## src/valu_cfg_pkg.sv

```systemverilog
package valu_cfg_pkg;

    // register and lane geometry
    localparam int vlen            = 128;
    localparam int elen            = 32;
    localparam int lanes_per_group = 4;
    localparam int max_groups      = 4;

    // a register group spans up to four registers
    localparam int max_regs = 4;

    // pass counter and register index widths
    localparam int pass_w    = 2;
    localparam int reg_idx_w = $clog2(max_regs);

    // one vector register
    typedef logic [vlen-1:0] vreg_t;

    // register group, register 0 in the low 128 bits
    typedef vreg_t [max_regs-1:0] vreg_group_t;

    typedef logic [elen-1:0] lane_word_t;

    // register index inside a group
    typedef logic [reg_idx_w-1:0] reg_idx_t;

endpackage

```

## src/valu_result_buffer.sv

```systemverilog
`timescale 1ns/1ps

module valu_result_buffer (
    input  logic                                                  valu_clk,
    input  logic                                                  rst_n,
    input  logic                                                  clear,
    input  logic                                                  finish,
    input  logic                                                  pass_valid,
    input  valu_cfg_pkg::vreg_t [valu_cfg_pkg::max_groups-1:0]    grp_y,
    input  logic [valu_cfg_pkg::max_groups-1:0]                   grp_en,
    input  valu_cfg_pkg::reg_idx_t [valu_cfg_pkg::max_groups-1:0] grp_reg,
    output valu_cfg_pkg::vreg_group_t                             result,
    output logic                                                  done
);
    import valu_cfg_pkg::*;

    //////////////////////////////////////////////////////////////////////
    // result registers
    // registers outside the group keep the zero from clear
    always_ff @(posedge valu_clk) begin
        if (!rst_n) begin
            result <= '0;
        end else if (clear) begin
            result <= '0;
        end else if (pass_valid) begin
            for (int g = 0; g < max_groups; g++) begin
                if (grp_en[g]) begin
                    result[grp_reg[g]] <= grp_y[g];
                end
            end
        end
    end

    // done one edge after the finish state
    always_ff @(posedge valu_clk) begin
        if (!rst_n) begin
            done <= 1'b0;
        end else begin
            done <= finish;
        end
    end

    a_done_pulse: assert property (@(posedge valu_clk) disable iff (!rst_n)
        done |=> !done);

endmodule

```

## config.mk

```make
export PLATFORM = sky130hd
export DESIGN_NAME = valu_result_buffer
export DESIGN_NICKNAME = d
export VERILOG_FILES = /design/src/valu_cfg_pkg.sv /design/src/valu_result_buffer.sv
export SDC_FILE = /design/constraint.sdc
export NUM_CORES = 2
export LEC_CHECK = 0
export ABC_AREA = 1
export ABC_CLOCK_PERIOD_IN_PS = 1510
export BUFFER_PORTS_ARGS = -buffer_cell sky130_fd_sc_hd__buf_2
export CORE_AREA = 2 2 411 413
export CTS_CLUSTER_SIZE = 28
export DETAILED_ROUTE_END_ITERATION = 12
export DIE_AREA = 0 0 413 415
export GPL_ROUTABILITY_DRIVEN = 0
export GPL_TIMING_DRIVEN = 0
export PLACE_DENSITY = 0.45
export SYNTH_ARGS = -nofsm -noshare
export SYNTH_HDL_FRONTEND = slang
export SYNTH_SLANG_ARGS = --single-unit
```

## constraint.sdc

```tcl
create_clock -name valu_clk -period 1.51 [get_ports valu_clk]
set_clock_uncertainty 0.15 [all_clocks]
set_input_delay 0.302 -clock valu_clk [delete_from_list [all_inputs] [get_ports valu_clk]]
set_output_delay 0.302 -clock valu_clk [all_outputs]
set_load 0.01 [all_outputs]
```

# After elaboration in Yosys (flattened, before gate mapping)

Index checks and enable logic that the tools add are counted.

Register bits: 513
Output and inout port bits: 513
Logic and storage cells: 44

$lt $le $gt $ge: 8
Multiplexer cells: 25
Bitwise operators: 1
Reduce and logical (&&, ||, !) cells: 5

Operators by type and width:

| operator                                                    | count |
|---|---|
| 2-to-1 mux 512 bit                                          | 13 |
| bitwise mux 512 bit                                         | 4 |
| demux 128 bit (select 2 bit)                                | 4 |
| 2-to-1 mux 128 bit                                          | 4 |
| less-than comparator 2 x 3 -> 1 bit (second input constant) | 4 |
| >= comparator 2 x 1 -> 1 bit (second input constant)        | 4 |
| logical AND 1 bit                                           | 4 |
| OR reduction 2 bit                                          | 1 |
| inverter 1 bit                                              | 1 |

# Longest topological paths before layout

Word-level depth: 21
Depth in mapped cells: 12

# Least setup slack after synthesis

OpenSTA, ideal clock, no wires.

Kind: input port to flip-flop
Start point: input port grp_reg[0] (netlist name)
End point: register result[382] (netlist name)
Arrival time: 1269 ps
Path slack: -41 ps
Stages: 11
Path buffers: 3
Cell sequence: buf_2 nor2_4 nand2_1 buf_2 buf_4 nand2_1 nand3_1 nand2_1 nand2_1 nand2_1 a21oi_1

Word-level cells in the longest chain between the ends: 21
Elaborated cells between the ends (all ways): 22
Classes of those cells: 2 x order compare; 19 x mux; 1 x reduce/logical

Ends and longest elaborated chain:

| item                                                                                                      | RTL line                 | RTL |
|---|---|---|
| start: declaration                                                                                        | valu_result_buffer.sv:11 | `input valu_cfg_pkg::reg_idx_t [valu_cfg_pkg::max_groups-1:0] grp_reg,` |
| less-than comparator 2 x 3 -> 1 bit (implied by the code) or >= comparator 2 x 1 -> 1 bit (tied branches) | valu_result_buffer.sv:28 | `result[grp_reg[g]] <= grp_y[g];` |
| logical AND 1 bit (implied by the code)                                                                   | valu_result_buffer.sv:28 |  |
| 2-to-1 mux 128 bit (implied by the code)                                                                  | valu_result_buffer.sv:28 |  |
| demux 128 bit (select 2 bit) *                                                                            | valu_result_buffer.sv:28 |  |
| bitwise mux 512 bit *                                                                                     | valu_result_buffer.sv:28 |  |
| 2-to-1 mux 512 bit *                                                                                      | valu_result_buffer.sv:27 | `if (grp_en[g]) begin` |
| 2-to-1 mux 512 bit *                                                                                      | valu_result_buffer.sv:25 | `end else if (pass_valid) begin` |
| 2-to-1 mux 512 bit *                                                                                      | valu_result_buffer.sv:23 | `end else if (clear) begin` |
| [... 5 more ...]                                                                                          | --                       |  |
| 2-to-1 mux 512 bit *                                                                                      | valu_result_buffer.sv:21 | `if (!rst_n) begin` |
| bitwise mux 512 bit                                                                                       | valu_result_buffer.sv:28 |  |
| 2-to-1 mux 512 bit *                                                                                      | valu_result_buffer.sv:27 |  |
| 2-to-1 mux 512 bit *                                                                                      | valu_result_buffer.sv:25 |  |
| 2-to-1 mux 512 bit *                                                                                      | valu_result_buffer.sv:23 |  |
| 2-to-1 mux 512 bit *                                                                                      | valu_result_buffer.sv:21 |  |
| bitwise mux 512 bit                                                                                       | valu_result_buffer.sv:28 |  |
| 2-to-1 mux 512 bit *                                                                                      | valu_result_buffer.sv:27 |  |
| end signal: indexed assignment                                                                            | valu_result_buffer.sv:28 |  |
| end: declaration                                                                                          | valu_result_buffer.sv:12 | `output valu_cfg_pkg::vreg_group_t result,` |

Mark *: on every way between the ends. The rest lies on a longest branch, timed or not. The select of a mux whose other input is x is not followed.
A chain may end at the register's enable or synchronous reset.

# Final worst setup path

Start point: register result[460] (netlist name)
End point: output port result[460] (netlist name)

No word-level cell between the ends.

==> flow_summary.html <==
<table>
<tr><th>Metric</th><th>Value</th></tr>
<tr><th colspan="2">Pwr</th></tr>
<tr><td>Power spent charging and discharging nets</td><td>18.04 mW</td></tr>
<tr><td>Total power density per cell area</td><td>710.9 mW/mm^2</td></tr>
<tr><td>Cell leakage power</td><td>33.79 nW</td></tr>
<tr><td>Clock Power Share</td><td>39.4%</td></tr>
<tr><td>Combinational Power Share</td><td>31.0%</td></tr>
<tr><td>Internal power</td><td>30.36 mW</td></tr>
<tr><td>Part of the total power dissipated in sequential elements</td><td>29.6%</td></tr>
<tr><td>Peak supply drop</td><td>829.4 uV</td></tr>
<tr><td>Power consumption</td><td>48.40 mW</td></tr>
<tr><td>Switching Share</td><td>37.28%</td></tr>
<tr><th colspan="2">Worst setup path</th></tr>
<tr><td>Reg-to-reg slack, setup</td><td>-0.02 ns</td></tr>
<tr><td>Highest net fanout along the worst path</td><td>2</td></tr>
<tr><td>Crit path required time</td><td>1.06 ns</td></tr>
<tr><td>Setup crit end kind</td><td>primary output</td></tr>
<tr><td>Crit path max-delay cell type</td><td>sky130_fd_sc_hd__dfxtp_4</td></tr>
<tr><td>CP bufs+invs</td><td>1</td></tr>
<tr><td>Kind of cell adding the most delay to the critical path</td><td>flip-flops</td></tr>
<tr><td>Kind of start point of the critical path</td><td>flop</td></tr>
<tr><td>Cell-by-cell trace of the critical path</td><td>buf_6</td></tr>
<tr><td>Critical Path AT</td><td>1.23 ns</td></tr>
<tr><td>Highest cell delay on the worst timing path</td><td>0.40 ns</td></tr>
<tr><td>Critical path class</td><td>reg -&gt; out</td></tr>
<tr><th colspan="2">Layout</th></tr>
<tr><td>Area growth syn-to-layout</td><td>57.12%</td></tr>
<tr><td>Final instance count without filler cells</td><td>12,580</td></tr>
<tr><td>Number of nets in the final layout</td><td>10,780</td></tr>
<tr><td>Utilization after layout</td><td>40.85%</td></tr>
<tr><td>Area of all sequential standard cells</td><td>0.01126 sq mm</td></tr>
<tr><td>Layout cells sized above 1</td><td>27.19%</td></tr>
<tr><td>Number of fill cells</td><td>18,420</td></tr>
<tr><td>Area used by multi-input combinational logic</td><td>0.02584 sq mm</td></tr>
<tr><td>Final instance area</td><td>0.06809 sq mm</td></tr>
<tr><th colspan="2">Synth</th></tr>
<tr><td>Share of synthesized registers carrying an async set or reset</td><td>0%</td></tr>
<tr><td>Mean post-synth cell area</td><td>5.331 sq um</td></tr>
<tr><td>Post-Syn Nets</td><td>8,657</td></tr>
<tr><td>Cell type with the largest total area after synthesis</td><td>sky130_fd_sc_hd__dfxtp_1</td></tr>
<tr><td>Number of library cell types mapped by synthesis</td><td>19</td></tr>
<tr><td>Most frequently used flop master after synthesis</td><td>sky130_fd_sc_hd__dfxtp_1</td></tr>
<tr><td>Area of the mapped netlist</td><td>0.04333 sq mm</td></tr>
<tr><td>Ys Warns</td><td>0</td></tr>
<tr><td>Post-Syn Instances</td><td>8,128</td></tr>
<tr><td>Share of synthesized area occupied by flip-flops and latches</td><td>23.70%</td></tr>
<tr><td>Top cell type's share of synthesized area</td><td>23.70%</td></tr>
<tr><td>Yosys reg bits</td><td>513</td></tr>
<tr><td>Number of flops mapped to enable cells by yosys</td><td>0</td></tr>
<tr><td>Dominant cell by count in the synthesized netlist</td><td>sky130_fd_sc_hd__nand2_1</td></tr>
<tr><td>Dominant cells by area after synthesis</td><td>sky130_fd_sc_hd__dfxtp_1 24%, sky130_fd_sc_hd__nand2_1 23%, sky130_fd_sc_hd__a21oi_1 15%</td></tr>
<tr><td>Synth cell count leaders</td><td>2,626 x sky130_fd_sc_hd__nand2_1, 1,280 x sky130_fd_sc_hd__a21oi_1, 1,092 x sky130_fd_sc_hd__inv_1</td></tr>
<tr><th colspan="2">Timing</th></tr>
<tr><td>Clock period minus final worst setup slack</td><td>1.684 ns</td></tr>
<tr><td>Pin slew with the least headroom to its limit</td><td>0.8397 ns</td></tr>
<tr><td>Slew headroom</td><td>44.02%</td></tr>
<tr><td>Max Transition Viols Final</td><td>0</td></tr>
<tr><td>Period Utilization, post-route</td><td>111.5%</td></tr>
<tr><td>Number of hold violations in the final report</td><td>0</td></tr>
<tr><td>Fmax</td><td>593.8 MHz</td></tr>
<tr><td>RSZ-0062 raised after global routing</td><td>true</td></tr>
<tr><td>Final-layout setup total negative slack</td><td>-54.90 ns</td></tr>
<tr><td>Number of failing setup endpoints in the final timing report</td><td>539</td></tr>
<tr><td>Setup ws final</td><td>-0.1740 ns</td></tr>
<tr><td>Worst hold slack</td><td>0.02571 ns</td></tr>
<tr><th colspan="2">Die</th></tr>
<tr><td>Core outline area</td><td>0.1667 sq mm</td></tr>
<tr><td>Cell Rows</td><td>150</td></tr>
<tr><td>Io pins</td><td>1,042</td></tr>
<tr><td>Full die area</td><td>0.1714 sq mm</td></tr>
<tr><td>Die height</td><td>415 microns</td></tr>
<tr><td>Width of the chip</td><td>413 microns</td></tr>
<tr><td>Initial cell density of the core</td><td>26.00%</td></tr>
<tr><th colspan="2">Global route</th></tr>
<tr><td>Number of global-route vias before repair</td><td>62,420</td></tr>
<tr><td>Number of antenna violations at the first check in global routing</td><td>96</td></tr>
<tr><td>Total global routing track utilization</td><td>37.36%</td></tr>
<tr><td>Pin count of the biggest net entering global routing</td><td>15</td></tr>
<tr><td>Aggregate global routing overflow</td><td>0</td></tr>
<tr><td>Wire length of the first global-routing pass</td><td>461,200 microns</td></tr>
<tr><th colspan="2">Clock tree</th></tr>
<tr><td>Clock tree from TritonCTS</td><td>yes</td></tr>
<tr><td>Clk Latency, worst-skew pair</td><td>0.72 ns</td></tr>
<tr><td>Root Driver</td><td>sky130_fd_sc_hd__clkbuf_16</td></tr>
<tr><td>Reg clk slew, reported paths</td><td>0.06 ns</td></tr>
<tr><td>H-tree levels</td><td>3</td></tr>
<tr><td>Number of clock buffers inserted by TritonCTS</td><td>77</td></tr>
<tr><td>Maximum count of clock buffers along a single path</td><td>3</td></tr>
<tr><td>Sink Count</td><td>513</td></tr>
<tr><th colspan="2">Routing</th></tr>
<tr><td>DRT Pass-1 Iters</td><td>7</td></tr>
<tr><td>Via count normalized by instance count</td><td>5.270</td></tr>
<tr><td>Detailed-route DRC error count</td><td>0</td></tr>
<tr><td>Routed wirelength normalized by instance count</td><td>26.78 microns</td></tr>
<tr><td>Number of DRC markers after the initial detailed-route iteration</td><td>7,635</td></tr>
<tr><td>Final routed wirelength across all metal layers</td><td>336,900 microns</td></tr>
<tr><td>Number of routed nets with antenna violations</td><td>0</td></tr>
<tr><td>Via count</td><td>66,300</td></tr>
<tr><th colspan="2">Placement</th></tr>
<tr><td>Number of instances in the placed design</td><td>11,380</td></tr>
<tr><td>Number of port buffers</td><td>1,038</td></tr>
<tr><td>Placement Cell Area</td><td>0.05153 sq mm</td></tr>
<tr><td>Worst Setup Slack post-DPL</td><td>-1.613 ns</td></tr>
<tr><td>Final HPWL DP</td><td>254,000 microns</td></tr>
<tr><th colspan="2">Run status</th></tr>
<tr><td>Violated checks</td><td>negative setup slack</td></tr>
<tr><td>Outcome</td><td>finished with violations</td></tr>
<tr><th colspan="2">Hold path</th></tr>
<tr><td>Class of the most critical hold timing path</td><td>in -&gt; reg</td></tr>
<tr><th colspan="2">Flow run</th></tr>
<tr><td>MaxCap Viol Count</td><td>0</td></tr>
</table>
==> path summary, 6_finish.rpt <==
check	from	endpoint	depth (start not counted)
setup / recovery	result[460]$_SDFFE_PP0P_	result[460]	1
hold / removal	grp_y[332]	result[460]$_SDFFE_PP0P_	5
setup reg to reg	result[460]$_SDFFE_PP0P_	result[460]$_SDFFE_PP0P_	7
hold reg to reg	result[415]$_SDFFE_PP0P_	result[415]$_SDFFE_PP0P_	2
==> placed cells by master (no fill, tap or decap), types with 5 or more instances in the layout <==
cell	Yosys	final
sky130_fd_sc_hd__diode_2	0	73
sky130_fd_sc_hd__clkbuf_16	0	79
sky130_fd_sc_hd__buf_4	14	546
sky130_fd_sc_hd__inv_2	5	5
sky130_fd_sc_hd__dfxtp_2	0	372
sky130_fd_sc_hd__clkbuf_1	330	110
sky130_fd_sc_hd__nor2_1	261	259
sky130_fd_sc_hd__nand2_1	2626	2622
sky130_fd_sc_hd__buf_8	0	23
sky130_fd_sc_hd__buf_6	0	521
sky130_fd_sc_hd__dfxtp_4	0	141
sky130_fd_sc_hd__clkbuf_4	0	44
sky130_fd_sc_hd__inv_1	1092	1092
sky130_fd_sc_hd__nand3_1	747	746
sky130_fd_sc_hd__nand4_1	256	256
sky130_fd_sc_hd__buf_2	345	780
sky130_fd_sc_hd__clkbuf_8	0	17
sky130_fd_sc_hd__clkinv_2	0	10
sky130_fd_sc_hd__dlygate4sd3_1	0	495
sky130_fd_sc_hd__a21oi_1	1280	1280
sky130_fd_sc_hd__o21ai_1	194	196
sky130_fd_sc_hd__clkbuf_2	1	223
sky130_fd_sc_hd__buf_12	0	17
sky130_fd_sc_hd__o21ai_0	446	444
==> cell type report <==
class	instances	share of cell area, %
Timing Repair Buffer	2046	25.61
Clock inverter	19	0.3345
Buffer	700	5.858
Sequential cell	513	16.54
Inverter	1098	6.053
Antenna cell	73	0.2683
Multi-Input combinational cell	5813	37.95
Clock buffer	114	3.332
Tap cell	2204	4.050
==> per-layer routing <==
| layer | up-vias | wire length [microns] | global-route usage (%) |
|---|---|---|---|
| li1 | 30350 | - | - |
| met4 | 38 | 27910 | 26.79 |
| met1 | 30650 | 123900 | 42.95 |
| met2 | 4172 | 147800 | 59.07 |
| met5 | - | 241 | 0 |
| met3 | 1082 | 37100 | 10.69 |
==> power by group through the flow <==
stage	registers [mW]	clock network (mW)	logic, mW
after floorplan	14.7	0	6.26
after global placement	14.7	0	11.9
after detailed placement	14.7	0	12.0
after CTS	14.3	19.2	14.4
after global routing	14.3	19.7	16.0
final	14.3	19.1	15.0
==> flip-flops by register name (all words and copies together) (netlist names) <==
register and count:
result 512, done 1
==> logic make-up (layout without fill, tap and decap cells) <==
group,after synthesis,count (layout),synth area share (%)
other,0,73,0
DFF,513,513,23.70
and+or+nand+nor,3893,3893,37.39
AOI/OAI and AO/OA,1920,1920,22.18
buffers and inverters,1802,3977,16.73
==> repair_timing <==
item / CTS / global route
resized for setup: 1560 / 387
setup endpoints to repair: 1025 / 993
hold buffers: 495 / 0
setup buffers: 465 / 41
cloned: 0 / 0
pin swaps: 0 / 1
hold endpoints to repair: 511 / 0
No activity file was read; power rests on OpenSTA's default activity.
